## src/fp_pkg.sv

```systemverilog
package fp_pkg;

    localparam int EXPO_WIDTH = 8;
    localparam int FRAC_WIDTH = 23;
    // Carry, hidden, fraction and guard/round/sticky of the significand sum
    localparam int SUM_WIDTH = FRAC_WIDTH + 5;
    localparam int AXIL_ADDR_WIDTH = 5;

    localparam logic [31:0] CANON_QNAN = 32'h7fc0_0000;
    localparam logic [30:0] INF_MAG = 31'h7f80_0000;

    typedef logic [4:0] fp_shift_amt_t;
    typedef logic [2:0] grs_t;

    typedef struct packed {
        logic                  sign;
        logic                  expo_overflow;
        logic [EXPO_WIDTH-1:0] expo;
        logic                  frac_carry_bit;
        logic                  frac_safe_bit;
        logic                  hidden_bit;
        logic [FRAC_WIDTH-1:0] frac;
        grs_t                  grs;
    } fp_unpacked_t;

    typedef struct packed {
        fp_unpacked_t  num;
        fp_shift_amt_t left_shift_amt;
        logic          right_shift;
        logic          special;
        logic [31:0]   special_value;
    } fp_norm_req_t;

    typedef struct packed {
        logic [31:0] value;
        logic        overflow;
        logic        inexact;
    } fp_result_t;

    typedef struct packed {
        logic [AXIL_ADDR_WIDTH-1:0] awaddr;
        logic                       awvalid;
        logic [31:0]                wdata;
        logic                       wvalid;
        logic                       bready;
        logic [AXIL_ADDR_WIDTH-1:0] araddr;
        logic                       arvalid;
        logic                       rready;
    } axil_req_t;

    typedef struct packed {
        logic        awready;
        logic        wready;
        logic [1:0]  bresp;
        logic        bvalid;
        logic        arready;
        logic [31:0] rdata;
        logic [1:0]  rresp;
        logic        rvalid;
    } axil_rsp_t;

    // Register map
    localparam logic [AXIL_ADDR_WIDTH-1:0] REG_OP_A   = 5'h00;
    localparam logic [AXIL_ADDR_WIDTH-1:0] REG_OP_B   = 5'h04;
    localparam logic [AXIL_ADDR_WIDTH-1:0] REG_CTRL   = 5'h08;
    localparam logic [AXIL_ADDR_WIDTH-1:0] REG_STATUS = 5'h0C;
    localparam logic [AXIL_ADDR_WIDTH-1:0] REG_RESULT = 5'h10;

    localparam int CTRL_START_BIT = 0;
    localparam int CTRL_SUB_BIT = 1;

    localparam int STAT_BUSY_BIT = 0;
    localparam int STAT_DONE_BIT = 1;
    localparam int STAT_OVF_BIT = 2;
    localparam int STAT_INEXACT_BIT = 3;

    localparam logic [1:0] RESP_OKAY = 2'b00;
    localparam logic [1:0] RESP_SLVERR = 2'b10;

endpackage

```

## src/fp_add_align.sv

```systemverilog
`timescale 1ns/1ps

module fp_add_align (
    input  logic                 clk,
    input  logic                 rst_n,
    input  logic                 start,
    input  logic                 sub,
    input  logic [31:0]          op_a,
    input  logic [31:0]          op_b,
    output fp_pkg::fp_norm_req_t norm_req,
    output logic                 norm_valid
);

    logic                            sign_a, sign_b, sign_big;
    logic [fp_pkg::EXPO_WIDTH-1:0]   expo_a, expo_b, expo_big, expo_small, expo_diff;
    logic [fp_pkg::FRAC_WIDTH-1:0]   frac_a, frac_b, frac_big, frac_small;
    logic                            nan_a, nan_b, inf_a, inf_b;
    logic                            swap, eff_sub, sticky, lead_found;
    logic [fp_pkg::SUM_WIDTH-2:0]    sig_big, sig_small, small_shifted, lost_mask, sig_aligned;
    logic [fp_pkg::SUM_WIDTH-1:0]    sum;
    fp_pkg::fp_shift_amt_t           lzc;
    fp_pkg::fp_norm_req_t            req_next;

    // Unpack, subnormals read as zero
    assign sign_a = op_a[31];
    assign sign_b = op_b[31] ^ sub;
    assign expo_a = op_a[30:23];
    assign expo_b = op_b[30:23];
    assign frac_a = (expo_a == '0) ? '0 : op_a[22:0];
    assign frac_b = (expo_b == '0) ? '0 : op_b[22:0];

    assign nan_a = (&expo_a) & (|op_a[22:0]);
    assign nan_b = (&expo_b) & (|op_b[22:0]);
    assign inf_a = (&expo_a) & ~(|op_a[22:0]);
    assign inf_b = (&expo_b) & ~(|op_b[22:0]);

    // Larger magnitude goes first so the difference never goes negative
    assign swap = {expo_b, frac_b} > {expo_a, frac_a};
    assign {sign_big, expo_big, frac_big} = swap ? {sign_b, expo_b, frac_b}
                                                 : {sign_a, expo_a, frac_a};
    assign {expo_small, frac_small} = swap ? {expo_a, frac_a} : {expo_b, frac_b};

    assign sig_big = {|expo_big, frac_big, 3'b000};
    assign sig_small = {|expo_small, frac_small, 3'b000};
    assign expo_diff = expo_big - expo_small;

    // Alignment shift, everything shifted out collapses into the sticky bit
    assign small_shifted = sig_small >> expo_diff;
    assign lost_mask = ~({(fp_pkg::SUM_WIDTH-1){1'b1}} << expo_diff);
    assign sticky = |(sig_small & lost_mask);
    assign sig_aligned = {small_shifted[fp_pkg::SUM_WIDTH-2:1], small_shifted[0] | sticky};

    assign eff_sub = sign_a ^ sign_b;
    assign sum = eff_sub ? {1'b0, sig_big} - {1'b0, sig_aligned}
                         : {1'b0, sig_big} + {1'b0, sig_aligned};

    // Leading zeros below the carry position
    always_comb begin
        lzc = '0;
        lead_found = 1'b0;
        for (int i = fp_pkg::SUM_WIDTH - 2; i >= 0; i--) begin
            if (sum[i]) begin
                lead_found = 1'b1;
            end else if (!lead_found) begin
                lzc = lzc + 1'b1;
            end
        end
    end

    always_comb begin
        req_next = '0;
        req_next.num.sign = sign_big;
        req_next.num.expo = expo_big;
        {req_next.num.frac_carry_bit, req_next.num.hidden_bit,
         req_next.num.frac, req_next.num.grs} = sum;
        req_next.left_shift_amt = lzc;
        req_next.right_shift = sum[fp_pkg::SUM_WIDTH-1];

        if (nan_a || nan_b || (inf_a && inf_b && eff_sub)) begin
            req_next.special = 1'b1;
            req_next.special_value = fp_pkg::CANON_QNAN;
        end else if (inf_a) begin
            req_next.special = 1'b1;
            req_next.special_value = {sign_a, fp_pkg::INF_MAG};
        end else if (inf_b) begin
            req_next.special = 1'b1;
            req_next.special_value = {sign_b, fp_pkg::INF_MAG};
        end else if (sum == '0) begin
            // Exact zero is -0 only when both inputs are -0
            req_next.special = 1'b1;
            req_next.special_value = {sign_a & sign_b, 31'b0};
        end
    end

    always_ff @(posedge clk or negedge rst_n) begin
        if (!rst_n) begin
            norm_req <= '0;
            norm_valid <= 1'b0;
        end else begin
            norm_valid <= start;
            if (start) begin
                norm_req <= req_next;
            end
        end
    end

endmodule

```

## src/fp_add_top.sv

```systemverilog
`timescale 1ns/1ps

module fp_add_top (
    input  logic              clk,
    input  logic              rst_n,
    input  fp_pkg::axil_req_t axil_req,
    output fp_pkg::axil_rsp_t axil_rsp
);

    logic                 start, sub;
    logic [31:0]          op_a, op_b;
    fp_pkg::fp_norm_req_t norm_req;
    logic                 norm_valid;
    fp_pkg::fp_unpacked_t norm_out;
    logic                 overflow_before_rounding;
    fp_pkg::fp_result_t   result;
    logic                 result_valid;

    fp_axil_regs u_regs (
        .clk          (clk),
        .rst_n        (rst_n),
        .axil_req     (axil_req),
        .axil_rsp     (axil_rsp),
        .start        (start),
        .sub          (sub),
        .op_a         (op_a),
        .op_b         (op_b),
        .result       (result),
        .result_valid (result_valid)
    );

    // Align and add, registered request
    fp_add_align u_align (
        .clk        (clk),
        .rst_n      (rst_n),
        .start      (start),
        .sub        (sub),
        .op_a       (op_a),
        .op_b       (op_b),
        .norm_req   (norm_req),
        .norm_valid (norm_valid)
    );

    fp_normalize u_normalize (
        .norm_req                 (norm_req),
        .norm_out                 (norm_out),
        .overflow_before_rounding (overflow_before_rounding)
    );

    fp_round u_round (
        .clk                      (clk),
        .rst_n                    (rst_n),
        .norm_valid               (norm_valid),
        .norm_req                 (norm_req),
        .norm_out                 (norm_out),
        .overflow_before_rounding (overflow_before_rounding),
        .result                   (result),
        .result_valid             (result_valid)
    );

endmodule

```

## src/fp_axil_regs.sv

```systemverilog
`timescale 1ns/1ps

module fp_axil_regs (
    input  logic               clk,
    input  logic               rst_n,
    input  fp_pkg::axil_req_t  axil_req,
    output fp_pkg::axil_rsp_t  axil_rsp,
    output logic               start,
    output logic               sub,
    output logic [31:0]        op_a,
    output logic [31:0]        op_b,
    input  fp_pkg::fp_result_t result,
    input  logic               result_valid
);

    logic        awready, arready, bvalid, rvalid;
    logic [1:0]  bresp, rresp, wr_resp, rd_resp;
    logic [31:0] rdata, rd_word, ctrl_word, status_word;
    logic        wr_fire, rd_fire, wr_ctrl, start_req, status_rd;
    logic        ctrl_sub, busy_q, done_q, busy, done;

    assign wr_fire = awready & axil_req.awvalid & axil_req.wvalid;
    assign rd_fire = arready & axil_req.arvalid;
    assign wr_ctrl = wr_fire && (axil_req.awaddr == fp_pkg::REG_CTRL);
    assign start_req = wr_ctrl & axil_req.wdata[fp_pkg::CTRL_START_BIT];
    assign status_rd = rd_fire && (axil_req.araddr == fp_pkg::REG_STATUS);

    // The result register in fp_round updates on the same edge that ends busy
    assign busy = busy_q & ~result_valid;
    assign done = done_q | result_valid;

    assign start = start_req & ~busy;
    assign sub = wr_ctrl ? axil_req.wdata[fp_pkg::CTRL_SUB_BIT] : ctrl_sub;

    always_comb begin
        case (axil_req.awaddr)
            fp_pkg::REG_OP_A, fp_pkg::REG_OP_B: wr_resp = fp_pkg::RESP_OKAY;
            fp_pkg::REG_CTRL:
                wr_resp = (axil_req.wdata[fp_pkg::CTRL_START_BIT] && busy) ?
                          fp_pkg::RESP_SLVERR : fp_pkg::RESP_OKAY;
            // STATUS and RESULT are read only
            default: wr_resp = fp_pkg::RESP_SLVERR;
        endcase
    end

    always_comb begin
        ctrl_word = '0;
        ctrl_word[fp_pkg::CTRL_SUB_BIT] = ctrl_sub;
        status_word = '0;
        status_word[fp_pkg::STAT_BUSY_BIT] = busy;
        status_word[fp_pkg::STAT_DONE_BIT] = done;
        status_word[fp_pkg::STAT_OVF_BIT] = result.overflow;
        status_word[fp_pkg::STAT_INEXACT_BIT] = result.inexact;
        rd_resp = fp_pkg::RESP_OKAY;
        case (axil_req.araddr)
            fp_pkg::REG_OP_A:   rd_word = op_a;
            fp_pkg::REG_OP_B:   rd_word = op_b;
            fp_pkg::REG_CTRL:   rd_word = ctrl_word;
            fp_pkg::REG_STATUS: rd_word = status_word;
            fp_pkg::REG_RESULT: rd_word = result.value;
            default: begin
                rd_word = '0;
                rd_resp = fp_pkg::RESP_SLVERR;
            end
        endcase
    end

    // Handshakes, one transaction per channel until its response is taken
    always_ff @(posedge clk or negedge rst_n) begin
        if (!rst_n) begin
            awready <= 1'b0;
            arready <= 1'b0;
            bvalid <= 1'b0;
            bresp <= '0;
            rvalid <= 1'b0;
            rresp <= '0;
            rdata <= '0;
        end else begin
            awready <= axil_req.awvalid & axil_req.wvalid & ~awready & ~bvalid;
            arready <= axil_req.arvalid & ~arready & ~rvalid;
            if (wr_fire) begin
                bvalid <= 1'b1;
                bresp <= wr_resp;
            end else if (axil_req.bready) begin
                bvalid <= 1'b0;
            end
            if (rd_fire) begin
                rvalid <= 1'b1;
                rresp <= rd_resp;
                rdata <= rd_word;
            end else if (axil_req.rready) begin
                rvalid <= 1'b0;
            end
        end
    end

    always_ff @(posedge clk or negedge rst_n) begin
        if (!rst_n) begin
            op_a <= '0;
            op_b <= '0;
            ctrl_sub <= 1'b0;
            busy_q <= 1'b0;
            done_q <= 1'b0;
        end else begin
            if (wr_fire && axil_req.awaddr == fp_pkg::REG_OP_A) begin
                op_a <= axil_req.wdata;
            end
            if (wr_fire && axil_req.awaddr == fp_pkg::REG_OP_B) begin
                op_b <= axil_req.wdata;
            end
            // A rejected start leaves CTRL untouched
            if (wr_ctrl && !(start_req && busy)) begin
                ctrl_sub <= axil_req.wdata[fp_pkg::CTRL_SUB_BIT];
            end
            if (start) begin
                busy_q <= 1'b1;
            end else if (result_valid) begin
                busy_q <= 1'b0;
            end
            if (start || status_rd) begin
                done_q <= 1'b0;
            end else if (result_valid) begin
                done_q <= 1'b1;
            end
        end
    end

    assign axil_rsp.awready = awready;
    assign axil_rsp.wready = awready;
    assign axil_rsp.bresp = bresp;
    assign axil_rsp.bvalid = bvalid;
    assign axil_rsp.arready = arready;
    assign axil_rsp.rdata = rdata;
    assign axil_rsp.rresp = rresp;
    assign axil_rsp.rvalid = rvalid;

endmodule

```

## src/fp_normalize.sv

```systemverilog
`timescale 1ns/1ps

module fp_normalize (
    input  fp_pkg::fp_norm_req_t norm_req,
    output fp_pkg::fp_unpacked_t norm_out,
    output logic                 overflow_before_rounding
);

    fp_pkg::fp_unpacked_t            num;
    fp_pkg::fp_unpacked_t            norm;
    // Safe bit sits above the carry and stays clear for add and subtract
    logic [fp_pkg::SUM_WIDTH:0]      sig, sig_right, sig_left;
    logic [fp_pkg::EXPO_WIDTH:0]     expo_right, expo_left;
    logic                            expo_lt_shift;
    logic [fp_pkg::EXPO_WIDTH-1:0]   expo_shifted;
    fp_pkg::fp_shift_amt_t           shift_clamped;

    assign num = norm_req.num;
    assign sig = {num.frac_safe_bit, num.frac_carry_bit, num.hidden_bit, num.frac, num.grs};

    // Right shift is one place at most, the dropped bit joins sticky
    assign sig_right = {1'b0, sig[fp_pkg::SUM_WIDTH:2], sig[1] | sig[0]};
    assign expo_right = {num.expo_overflow, num.expo} + (fp_pkg::EXPO_WIDTH+1)'(1);

    // Left shift never takes the exponent below zero
    always_comb begin
        {expo_lt_shift, expo_shifted} = {1'b0, num.expo}
                                        - (fp_pkg::EXPO_WIDTH+1)'(norm_req.left_shift_amt);
        shift_clamped = expo_lt_shift ? fp_pkg::fp_shift_amt_t'(num.expo)
                                      : norm_req.left_shift_amt;
        sig_left = sig << shift_clamped;
        sig_left[0] = sig_left[0] | sig[0];
        expo_left = expo_lt_shift ? '0 : {1'b0, expo_shifted};
    end

    always_comb begin
        norm.sign = num.sign;
        if (norm_req.right_shift) begin
            {norm.expo_overflow, norm.expo} = expo_right;
            {norm.frac_safe_bit, norm.frac_carry_bit, norm.hidden_bit,
             norm.frac, norm.grs} = sig_right;
        end else begin
            {norm.expo_overflow, norm.expo} = expo_left;
            {norm.frac_safe_bit, norm.frac_carry_bit, norm.hidden_bit,
             norm.frac, norm.grs} = sig_left;
        end
    end

    assign norm_out = norm;
    assign overflow_before_rounding = norm.expo_overflow | (&norm.expo);

endmodule

```

## src/fp_round.sv

```systemverilog
`timescale 1ns/1ps

module fp_round (
    input  logic                 clk,
    input  logic                 rst_n,
    input  logic                 norm_valid,
    input  fp_pkg::fp_norm_req_t norm_req,
    input  fp_pkg::fp_unpacked_t norm_out,
    input  logic                 overflow_before_rounding,
    output fp_pkg::fp_result_t   result,
    output logic                 result_valid
);

    logic                          round_up, mant_carry, overflow_after;
    logic [fp_pkg::FRAC_WIDTH-1:0] frac_rounded;
    logic [fp_pkg::EXPO_WIDTH:0]   expo_rounded;
    fp_pkg::fp_result_t            result_next;

    // Nearest even: guard set and anything below it or an odd LSB
    assign round_up = norm_out.grs[2] & (norm_out.grs[1] | norm_out.grs[0] | norm_out.frac[0]);
    assign {mant_carry, frac_rounded} = {1'b0, norm_out.frac}
                                        + (fp_pkg::FRAC_WIDTH+1)'(round_up);
    assign expo_rounded = {norm_out.expo_overflow, norm_out.expo}
                          + (fp_pkg::EXPO_WIDTH+1)'(mant_carry);
    assign overflow_after = expo_rounded[fp_pkg::EXPO_WIDTH]
                            | (&expo_rounded[fp_pkg::EXPO_WIDTH-1:0]);

    always_comb begin
        result_next.overflow = 1'b0;
        result_next.inexact = |norm_out.grs;
        if (norm_req.special) begin
            result_next.value = norm_req.special_value;
            result_next.inexact = 1'b0;
        end else if (overflow_before_rounding || overflow_after) begin
            result_next.value = {norm_out.sign, fp_pkg::INF_MAG};
            result_next.overflow = 1'b1;
        end else if (norm_out.expo == '0) begin
            // Result below the normal range is flushed
            result_next.value = {norm_out.sign, 31'b0};
        end else begin
            result_next.value = {norm_out.sign, expo_rounded[fp_pkg::EXPO_WIDTH-1:0],
                                 frac_rounded};
        end
    end

    always_ff @(posedge clk or negedge rst_n) begin
        if (!rst_n) begin
            result <= '0;
            result_valid <= 1'b0;
        end else begin
            result_valid <= norm_valid;
            if (norm_valid) begin
                result <= result_next;
            end
        end
    end

endmodule

```

## config.mk

```make
export PLATFORM = sky130hd
export DESIGN_NAME = fp_add_top
export DESIGN_NICKNAME = d
export VERILOG_FILES = /design/src/fp_pkg.sv /design/src/fp_add_align.sv /design/src/fp_add_top.sv /design/src/fp_axil_regs.sv /design/src/fp_normalize.sv /design/src/fp_round.sv
export SDC_FILE = /design/constraint.sdc
export NUM_CORES = 1
export LEC_CHECK = 0
export ABC_AREA = 1
export ABC_CLOCK_PERIOD_IN_PS = 17390
export CAP_MARGIN = 20
export CELL_PAD_IN_SITES_DETAIL_PLACEMENT = 0
export CELL_PAD_IN_SITES_GLOBAL_PLACEMENT = 1
export CORE_ASPECT_RATIO = 1.75
export CORE_UTILIZATION = 43
export CTS_BUF_LIST = sky130_fd_sc_hd__clkbuf_2
export DETAILED_ROUTE_END_ITERATION = 8
export DONT_BUFFER_PORTS = 1
export PLACE_DENSITY_LB_ADDON = 0.1
export SYNTH_ARGS = -nofsm -noshare
export SYNTH_HDL_FRONTEND = slang
export SYNTH_SLANG_ARGS = --single-unit
```

## constraint.sdc

```tcl
create_clock -name clk -period 17.39 [get_ports clk]
set_input_delay 1.739 -clock clk [delete_from_list [all_inputs] [get_ports clk]]
set_output_delay 1.739 -clock clk [all_outputs]
set_load 0.1 [all_outputs]
```

# == Word-level counts from Yosys, hierarchy flattened ==
# Cells that the tools add are included.
# totals
word_cells,252
input_bits,49
output_inout_bits,41
regBits,218
# op_classes
n_eq_ne,6
magnitude_cmp,1
bitwise,37
n_mux,110
addsub,33
n_reduce_logical,36
n_shift,3
# ops
operator,count
5-bit 2-to-1 mux,53
32-bit one-hot mux with 5 select lines,1
33-bit 2-to-1 mux,4
5-bit by 1-bit adder with 5-bit output (second input constant),25
31-bit 2-to-1 mux,3
32-bit 2-to-1 mux,2
23-bit 2-to-1 mux,2
23-bit OR reduction,2
1-bit 2-to-1 mux,39
38-bit 2-to-1 mux,1
8-bit AND reduction,4
31-bit > comparator,1
28-bit by 5-bit left shift with 29-bit output,1
27-bit by 27-bit adder with 28-bit output,1
28-bit zero test,1
28-bit 2-to-1 mux,1
27-bit by 27-bit subtractor with 28-bit output,1
27-bit AND,1
27-bit inverter,1
27-bit OR reduction,1
27-bit by 8-bit left shift with 27-bit output (first input constant),1
27-bit by 8-bit >> shifter with 27-bit output,1
23-bit by 1-bit adder with 24-bit output,1
8-bit zero test,3
other kinds (24),75

# == Longest topological paths before layout ==
# Gate-level depths: netlist of run 1.
# depth
depth_word,93
ltp_mapped,156
ltp_nobuf,154

# == Modules after synthesis ==
# A second synthesis of run 1 with hierarchy kept.
# hier_totals
cells_unflattened,3634
area_unflattened_um2,21699.6
# modules_own_cells
mod,cells_per_inst,area_per_inst_um2,n_inst
fp_add_align,2156,11880.1,1
fp_axil_regs,608,4892.2,1
fp_round,402,2595.0,1
fp_normalize,468,2332.2,1

# == Least setup slack after synthesis of run 1 ==
# Ideal clock, no wire load.
# synth_timing
path_type,reg2reg
start,reg u_regs.op_b[25]
end,"reg, netlist name u_align.norm_req[38]"
n_path_buf,5
arrival_time_ns,17.089
path_slack_ns,0.184
stages_incl_launch_ff,147
setup_time_ns,0.116
cell_sequence,dfrtp_1 -> inv_1 -> nand4_1 -> nor2_1 -> clkbuf_1 -> nor2_1 -> ha_1 -> nand2_1 -> nor2_1 -> nand2_1 -> nor2_2 -> nand2_1 -> nand2_2 -> nand2_2 -> nand2_4 -> buf_8 -> nand3_1 -> nand2_1 -> (+111 left out) -> nand2_1 -> ha_1 -> nand3b_1 -> nand2_1 -> inv_1 -> ha_1 -> o211ai_1 -> o21ai_0 -> ha_1 -> inv_1 -> nor2_1 -> nand3_1 -> a21oi_1 -> inv_1 -> nand2_1 -> nand2_1 -> nand2_1 -> nand2_1
# synth_between
elab_chain_len,91
word_cells_on_any_way,122
# synth_rtl
element,line,text
"start, declared",fp_axil_regs.sv:11,"output logic [31:0] op_b,"
"start signal, assigned",fp_axil_regs.sv:109,op_b <= axil_req.wdata;
8-bit zero test,fp_add_align.sv:30,assign frac_b = (expo_b == '0) ? '0 : op_b[22:0];
23-bit 2-to-1 mux,fp_add_align.sv:30,
31-bit > comparator,fp_add_align.sv:38,"assign swap = {expo_b, frac_b} > {expo_a, frac_a};"
32-bit 2-to-1 mux / 31-bit 2-to-1 mux (equally long branches),"fp_add_align.sv:39, fp_add_align.sv:41",
8-bit subtractor,fp_add_align.sv:45,assign expo_diff = expo_big - expo_small;
27-bit by 8-bit left shift with 27-bit output,fp_add_align.sv:49,assign lost_mask = ~({(fp_pkg::SUM_WIDTH-1){1'b1}} << expo_diff);
27-bit inverter,fp_add_align.sv:49,
27-bit AND,fp_add_align.sv:50,assign sticky = |(sig_small & lost_mask);
(+75 left out),-,
5-bit 2-to-1 mux,fp_add_align.sv:64,end else if (!lead_found) begin
5-bit 2-to-1 mux,fp_add_align.sv:62,if (sum[i]) begin
5-bit by 1-bit adder with 5-bit output,fp_add_align.sv:65,lzc = lzc + 1'b1;
5-bit 2-to-1 mux,fp_add_align.sv:64,
5-bit 2-to-1 mux,fp_add_align.sv:62,
5-bit by 1-bit adder with 5-bit output,fp_add_align.sv:65,
5-bit 2-to-1 mux,fp_add_align.sv:64,
5-bit 2-to-1 mux (*),fp_add_align.sv:62,
# Every way passes the cells marked *; elsewhere a longest branch is shown, timed or not.
# A chain may end at the register's enable or synchronous reset.

# == Worst setup path in the final report of run 1 ==
# layout_timing
start,reg u_regs.op_b[29]
end,"reg, netlist name u_align.norm_req[38]"
# layout_between
elab_chain_len,91
word_cells_on_any_way,122
# layout_rtl
element,line
8-bit zero test,fp_add_align.sv:30
23-bit 2-to-1 mux,fp_add_align.sv:30
31-bit > comparator,fp_add_align.sv:38
32-bit 2-to-1 mux / 31-bit 2-to-1 mux (equally long branches),"fp_add_align.sv:39, fp_add_align.sv:41"
8-bit subtractor,fp_add_align.sv:45
27-bit by 8-bit left shift with 27-bit output,fp_add_align.sv:49
27-bit inverter,fp_add_align.sv:49
27-bit AND,fp_add_align.sv:50
(+75 left out),-
5-bit 2-to-1 mux,fp_add_align.sv:64
5-bit 2-to-1 mux,fp_add_align.sv:62
5-bit by 1-bit adder with 5-bit output,fp_add_align.sv:65
5-bit 2-to-1 mux,fp_add_align.sv:64
5-bit 2-to-1 mux,fp_add_align.sv:62
5-bit by 1-bit adder with 5-bit output,fp_add_align.sv:65
5-bit 2-to-1 mux,fp_add_align.sv:64
5-bit 2-to-1 mux (*),fp_add_align.sv:62
# Marks and branches as above.

==> results of run 1 <==
cells in the mapped netlist (13+ instances only):
cell type and count:
xor2_1 34, nor2_1 271, a21oi_1 138, clkbuf_1 81, o211ai_1 16, o21ai_0 353
nand2_2 55, nand4_1 63, a31oi_1 14, nand3_2 29, o22ai_1 46, inv_2 30
nor3_1 34, inv_1 475, nor4_1 23, nand3_1 230, ha_1 115, nand2_1 863
o21ai_1 25, nand2_4 13, dfrtp_1 187
area by class of cell:
| cell class | count | area, sq um | area share, % |
|---|---|---|---|
| Multi-Input combinational cell | 2495 | 14620 | 54.74 |
| Tap cell | 588 | 735.7 | 2.755 |
| Timing Repair Buffer | 548 | 4412 | 16.52 |
| Inverter | 514 | 1941 | 7.266 |
| Clock inverter | 15 | 230.2 | 0.8620 |
| Sequential cell | 187 | 4681 | 17.53 |
| Antenna cell | 1 | 2.502 | 0.009370 |
| Clock buffer | 17 | 85.08 | 0.3186 |
power groups by stage:
stage / clock [W] / sequential, W / combinational [W]
6_report: 0.000273 / 0.000471 / 0.00313
5_1_grt: 0.000293 / 0.000472 / 0.00339
4_1_cts: 0.000273 / 0.000471 / 0.00280
3_5_place_dp: 0 / 0.000477 / 0.00255
3_3_place_gp: 0 / 0.000477 / 0.00252
2_1_floorplan: 0 / 0.000468 / 0.00154
registers in the layout, summed over array words and instances, names as in the netlist:
| signal | flops |
|---|---|
| u_round.result | 34 |
| u_regs.awready | 1 |
| u_regs.rdata | 32 |
| u_regs.rvalid | 1 |
| u_align.norm_req | 46 |
| u_regs.arready | 1 |
| u_regs.done_q | 1 |
| u_regs.op_a | 32 |
| u_regs.op_b | 32 |
| u_regs.rresp | 1 |
| u_regs.bresp | 1 |
| u_round.result_valid | 1 |
| u_align.norm_valid | 1 |
| u_regs.ctrl_sub | 1 |
| u_regs.bvalid | 1 |
| u_regs.busy_q | 1 |
cell families (layout without fill, tap and decap cells):
family,after synthesis,in the layout,synth area share [%]
compound gates,684,684,18.80
xor+xnor,43,43,1.943
fa+ha+maj,117,117,7.199
buf+inv,638,1094,12.55
flops,187,187,22.78
mux,1,1,0.04873
other cells,1,3,0.01826
simple gates,1647,1648,36.65
metrics by stage:
| stage | total power [W] | area (sq um) | std cells | utilization [%] | hold slack, ns |
|---|---|---|---|---|---|
| global route | 0.004153 | 26710 | 4365 | 56.78 | 0.4092 |
| CTS | 0.003544 | 25690 | 4339 | 54.63 | 0.4324 |
| global placement | 0.002996 | 24110 | 4231 | 51.26 | 0.4628 |
| finish | 0.003876 | 26710 | 4365 | 56.78 | 0.5047 |
| floorplan | 0.002006 | 20550 | 3319 | - | 0.3519 |
| detailed placement | 0.003027 | 24140 | 4232 | 51.32 | 0.4716 |
per-layer routing:
metal	routed length [microns]	vias up
met5	0	-
met4	7899	0
met3	3378	340
met2	46120	824
met1	30990	11425
li1	-	11764
worst max-delay path by stage:
stage / from / end / slack [ns]
4_1_cts: u_regs.op_b[24] / u_align.norm_req[38] / -0.15
3_5_place_dp: u_regs.op_b[30] / u_align.norm_req[38] / -1.35
3_3_place_gp: u_regs.op_b[30] / u_align.norm_req[38] / -1.03
6_report: u_regs.op_b[29] / u_align.norm_req[38] / -0.002
2_1_floorplan: u_regs.op_b[25] / u_align.norm_req[38] / 0.18
5_1_grt: u_regs.op_b[27] / u_align.norm_req[38] / -1.31
worst max-delay path, delay by kind of cell, from the launching register on:
kind | cells | cell delay [ns]
AO/OA/AOI/OAI | 26 | 3.12
flip-flops | 1 | 0.47
AND/OR/NAND/NOR | 79 | 7.39
buffers and inverters | 29 | 2.70
XOR/XNOR | 1 | 0.16
adder cells (fa/ha/maj) | 14 | 3.50
timing repair:
action	in CTS	in global routing
gates cloned	7	2
endpoints found under the setup margin	4	4
buffers inserted	69	30
pin swaps	80	174
resized for setup	153	190
==> results.txt, run 1 <==
Pleak - 13.72 nW
Rows - 105
Switching Fraction - 54.57%
unrepaired setup endpoints after global routing - yes
post-detail-place hpwl - 70990 microns
Unique masters post-synth - 74
cell count of the worst hold path - 2
Ys Warns - 0
final setup TNS - -0.002455 ns
WL final - 88390 microns
r2r endpoint - u_align.norm_req[38]
met1 Track Usage GR - 35.29%
DR pass1 iterations - 9
Slew headroom - 25.41%
Clock Tree Root - clkbuf_2
fin nets - 3929
Initial DRC Count - 1950
worst-case reg-to-reg path depth - 149
minimum clock period - 17.39 ns
Slowest-stage cell, CP - dfrtp_1
layout cells sized above 1 - 26.93%
CP startpoint kind - register
mean post-synth cell area - 6.191 sq um
Worst Path Max Fanout - 6
clk slew on worst S/H paths - 0.39 ns
Slew @ Worst Pin - 1.107 ns
vias per inst - 5.579
Final WS setup - -0.002455 ns
aggregate global-route resource usage - 35.55%
Period Utilization, post-route - 100.0%
vias in the first global route - 24136
total congestion overflow - 0
PortBufs - 0
Max VDD drop - 79.12 uV
Setup CP Type - reg2reg
CTS Buf Count - 17
pre-CTS worst setup slack - -1.354 ns
RePlAce Congestion - 1.053
Die ar. - 48680 sq um
Sw Pwr - 0.002115 W
Synth Register Bits - 187
core box area - 47030 sq um
Max-cap violations - 0
Synth Flop Type - dfrtp_1
Comb power frac - 80.8%
most frequent cells in the layout - nand2_1, buf_4, inv_1
drc violations - 0
largest net degree at the start of global routing - 188
routed length per instance - 20.25 microns
clock tree buffer depth - 2
busiest layer in global routing - met2
# fillers - 4815
FFs w/ async S/R, synth - 100.0%
Setup Skew - 0.09696 ns
CTS tree - done
Synth top area share - 22.78%
reg-to-reg slack, setup - -0.002 ns
Power Density - 145.1 nW/um^2
top post-synthesis cells by area - dfrtp_1, nand2_1, inv_1
Post-DRT Antenna Nets - 0
Ports - 90
first-pass GRT wire length - 132500 microns
cts hold-fix bufs - 0
crit path DAT - 18.20 ns
outcome - complete, but fails checks
Vert. Die Dim - 291.1 microns
GR Util met3 - 3.834%
Initial Utilization - 43.68%
area grow syn2layout - 30.01%
commonest non-fill, non-tap cell in the layout - nand2_1
max incr delay on CP - 0.47 ns
final hold vios - 0
crit-path most repeated cell - nand2_1
Via Count - 24353
Mapped Cells - 3318
post-synth top area cell - dfrtp_1
WHS Endpoint - u_regs.done_q
achievable frequency - 57.50 MHz
failing checks - negative setup slack
Clock Latency Late Sink - 0.90 ns
H-tree levels - 4
Worst Hold Launch - u_round.result_valid
sequential share of power - 12.2%
Critical Path RT - 18.19 ns
Setup crit end kind - register
# clock sinks - 187
mapped cell area - 20540 sq um
met2 usage - 67.02%
Hold WC Path Type - reg2reg
Post-synth EDFFs - 0
fin. max-slew vios - 0
Int Pwr - 0.001761 W
setup violators final - 1
Die W - 167.2 microns
part of the Yosys area used for sequential elements - 22.78%
clock share of power - 7.0%
initial antenna violation count - 1
worst r2r src - u_regs.op_b[29]
No activity file was read; power rests on OpenSTA's default activity.
==> inputs of run 2 (changes only) <==
--- a/config.mk
+++ b/config.mk
@@ -9,9 +9,9 @@
 export ABC_CLOCK_PERIOD_IN_PS = 17390
 export CAP_MARGIN = 20
 export CELL_PAD_IN_SITES_DETAIL_PLACEMENT = 0
-export CELL_PAD_IN_SITES_GLOBAL_PLACEMENT = 1
+export CELL_PAD_IN_SITES_GLOBAL_PLACEMENT = 2
 export CORE_ASPECT_RATIO = 1.75
-export CORE_UTILIZATION = 43
+export CORE_UTILIZATION = 33
 export CTS_BUF_LIST = sky130_fd_sc_hd__clkbuf_2
 export DETAILED_ROUTE_END_ITERATION = 8
 export DONT_BUFFER_PORTS = 1
==> results.txt, run 2 (synthesis results as in run 1) <==
area grow syn2layout - 34.43% (was 30.01%)
Initial DRC Count - 1426 (was 1950)
RePlAce Congestion - 0.9875 (was 1.053)
Vert. Die Dim - 332.1 microns (was 291.1 microns)
crit-path most repeated cell - nand2_1 (unchanged)
Die W - 190.6 microns (was 167.2 microns)
Clock Latency Late Sink - 0.87 ns (was 0.90 ns)
outcome - complete, but fails checks (unchanged)
Slew headroom - 26.13% (was 25.41%)
crit path DAT - 18.33 ns (was 18.20 ns)
post-detail-place hpwl - 76650 microns (was 70990 microns)
minimum clock period - 17.56 ns (was 17.39 ns)
Die ar. - 63290 sq um (was 48680 sq um)
max incr delay on CP - 0.45 ns (was 0.47 ns)
failing checks - negative setup slack (unchanged)
Critical Path RT - 18.16 ns (was 18.19 ns)
largest net degree at the start of global routing - 188 (unchanged)
CTS Buf Count - 17 (unchanged)
commonest non-fill, non-tap cell in the layout - nand2_1 (unchanged)
Worst Hold Slack - 0.5068 ns (was 0.5047 ns)
vias in the first global route - 23949 (was 24136)
final hold vios - 0 (unchanged)
fin. max-slew vios - 0 (unchanged)
Biggest register - u_align.norm_req (unchanged)
Period Utilization, post-route - 101.0% (was 100.0%)
placed inst area - 24870 sq um (was 24140 sq um)
Max VDD drop - 105.0 uV (was 79.12 uV)
worst setup path endpoint - u_align.norm_req[38] (unchanged)
achievable frequency - 56.96 MHz (was 57.50 MHz)
# fillers - 6600 (was 4815)
final setup TNS - -0.2938 ns (was -0.002455 ns)
first-pass GRT wire length - 139600 microns (was 132500 microns)
Slowest-stage cell, CP - dfrtp_1 (unchanged)
vias per inst - 5.181 (was 5.579)
Pleak - 14.14 nW (was 13.72 nW)
Worst Path Max Fanout - 6 (unchanged)
Via Count - 24139 (was 24353)
Power Density - 148.1 nW/um^2 (was 145.1 nW/um^2)
clk slew on worst S/H paths - 0.33 ns (was 0.39 ns)
Slew @ Worst Pin - 1.097 ns (was 1.107 ns)
drc violations - 0 (unchanged)
layout cells sized above 1 - 28.21% (was 26.93%)
max reg flops - 46 (unchanged)
total congestion overflow - 0 (unchanged)
most frequent cells in the layout - nand2_1, buf_4, inv_1 (unchanged)
WL final - 94430 microns (was 88390 microns)
Initial Utilization - 33.45% (was 43.68%)
CP startpoint kind - register (unchanged)
cts hold-fix bufs - 0 (unchanged)
# placed instances - 4503 (was 4232)
fin nets - 4017 (was 3929)
Setup CP Type - reg2reg (unchanged)
Clock Tree Root - clkbuf_2 (unchanged)
Setup crit end kind - register (unchanged)
final std cells w/o fill - 4659 (was 4365)
PortBufs - 0 (unchanged)
worst r2r src - u_regs.op_b[29] (unchanged)
Setup Skew - 0.05244 ns (was 0.09696 ns)
Hold WC Path Type - in2async (was reg2reg)
Worst Setup SP - u_regs.op_b[29] (unchanged)
aggregate global-route resource usage - 29.29% (was 35.55%)
fin area - 27610 sq um (was 26710 sq um)
CTS tree - done (unchanged)
initial antenna violation count - 5 (was 1)
Final WS setup - -0.1656 ns (was -0.002455 ns)
DR pass1 iterations - 6 (was 9)
routed length per instance - 20.27 microns (was 20.25 microns)
unrepaired setup endpoints after global routing - yes (unchanged)
worst-case reg-to-reg path depth - 156 (was 149)
core box area - 61410 sq um (was 47030 sq um)
Rows - 120 (was 105)
Post-DRT Antenna Nets - 0 (unchanged)
Top Registers - u_align.norm_req x46, u_round.result x34 (unchanged)
r2r endpoint - u_align.norm_req[38] (unchanged)
reg-to-reg slack, setup - -0.17 ns (was -0.002 ns)
H-tree levels - 4 (unchanged)
Max-cap violations - 0 (unchanged)
setup violators final - 3 (was 1)
# clock sinks - 187 (unchanged)
Ports - 90 (unchanged)
clock tree buffer depth - 2 (unchanged)
## run 2: stage by stage
step                      setup slack (ns)  utilization (%)  power (W)
after floorplan                     0.1844                -   0.002006
after global placement              -1.322            40.49   0.003195
after detailed placement            -1.408            40.50   0.003202
after CTS                          -0.4011            42.68   0.003691
after global routing                -1.249            44.97   0.004414
final                              -0.1656            44.97   0.004089
## run 2: worst min-delay path by stage
stage | from | endpoint | slack (ns) | cells past startpoint
final | rst_n | u_regs.op_b[17] | 0.51 | 0
after global routing | rst_n | u_regs.op_b[17] | 0.37 | 0
after CTS | rst_n | u_regs.op_b[16] | 0.41 | 0
after detailed placement | u_align.norm_req[38] | u_align.norm_req[38] | 0.46 | 2
after global placement | u_align.norm_req[77] | u_align.norm_req[77] | 0.46 | 2
after floorplan | u_align.norm_valid | u_round.result_valid | 0.35 | 0
## run 2: what timing repair did
action                     CTS  global route
pin swaps                   53           203
cloned                       7             2
setup endpoints to repair    4             4
buffers inserted            68            49
gates resized for setup    118           239
## run 2: critical path, delay by kind of cell (launching register included)
| kind | cells | cell delay (ns) |
|---|---|---|
| AOI/OAI and AO/OA | 20 | 2.66 |
| adders and majority gates | 13 | 3.09 |
| DFF | 1 | 0.45 |
| xor gates and xnor gates | 2 | 0.31 |
| buffers and inverters | 48 | 4.68 |
| and+or+nand+nor | 73 | 6.24 |
## run 2: area by class of cell
| class | count | area, sq um | area share, % |
|---|---|---|---|
| multi-input cells | 2495 | 14620 | 52.94 |
| repair buffers | 636 | 5090 | 18.43 |
| flip-flops and latches | 187 | 4681 | 16.95 |
| inverters | 514 | 1939 | 7.023 |
| well taps | 793 | 992.2 | 3.593 |
| clock inverters | 15 | 202.7 | 0.7340 |
| clock buffers | 17 | 85.08 | 0.3081 |
| diodes | 2 | 5.005 | 0.01812 |
## run 2: metal layers
metal,part of all wire [%],vias to the layer above,wire (microns),global-route usage (%)
met5,0.014,-,13,0
met4,6.5,2,6149,14.93
met3,3.1,231,2907,2.832
met2,54,614,51300,57.08
met1,36,11390,34070,30.12
li1,-,11902,-,-
## run 2: power by group
part / switching (W) / leakage [nW] / internal, W / total [W]
combinational: 0.00194 / 11.5 / 0.00142 / 0.00335
clock: 0.000177 / 0.168 / 0.0000868 / 0.000264
sequential: 0.0000257 / 2.45 / 0.000444 / 0.000470
total: 0.00214 / 14.1 / 0.00195 / 0.00409
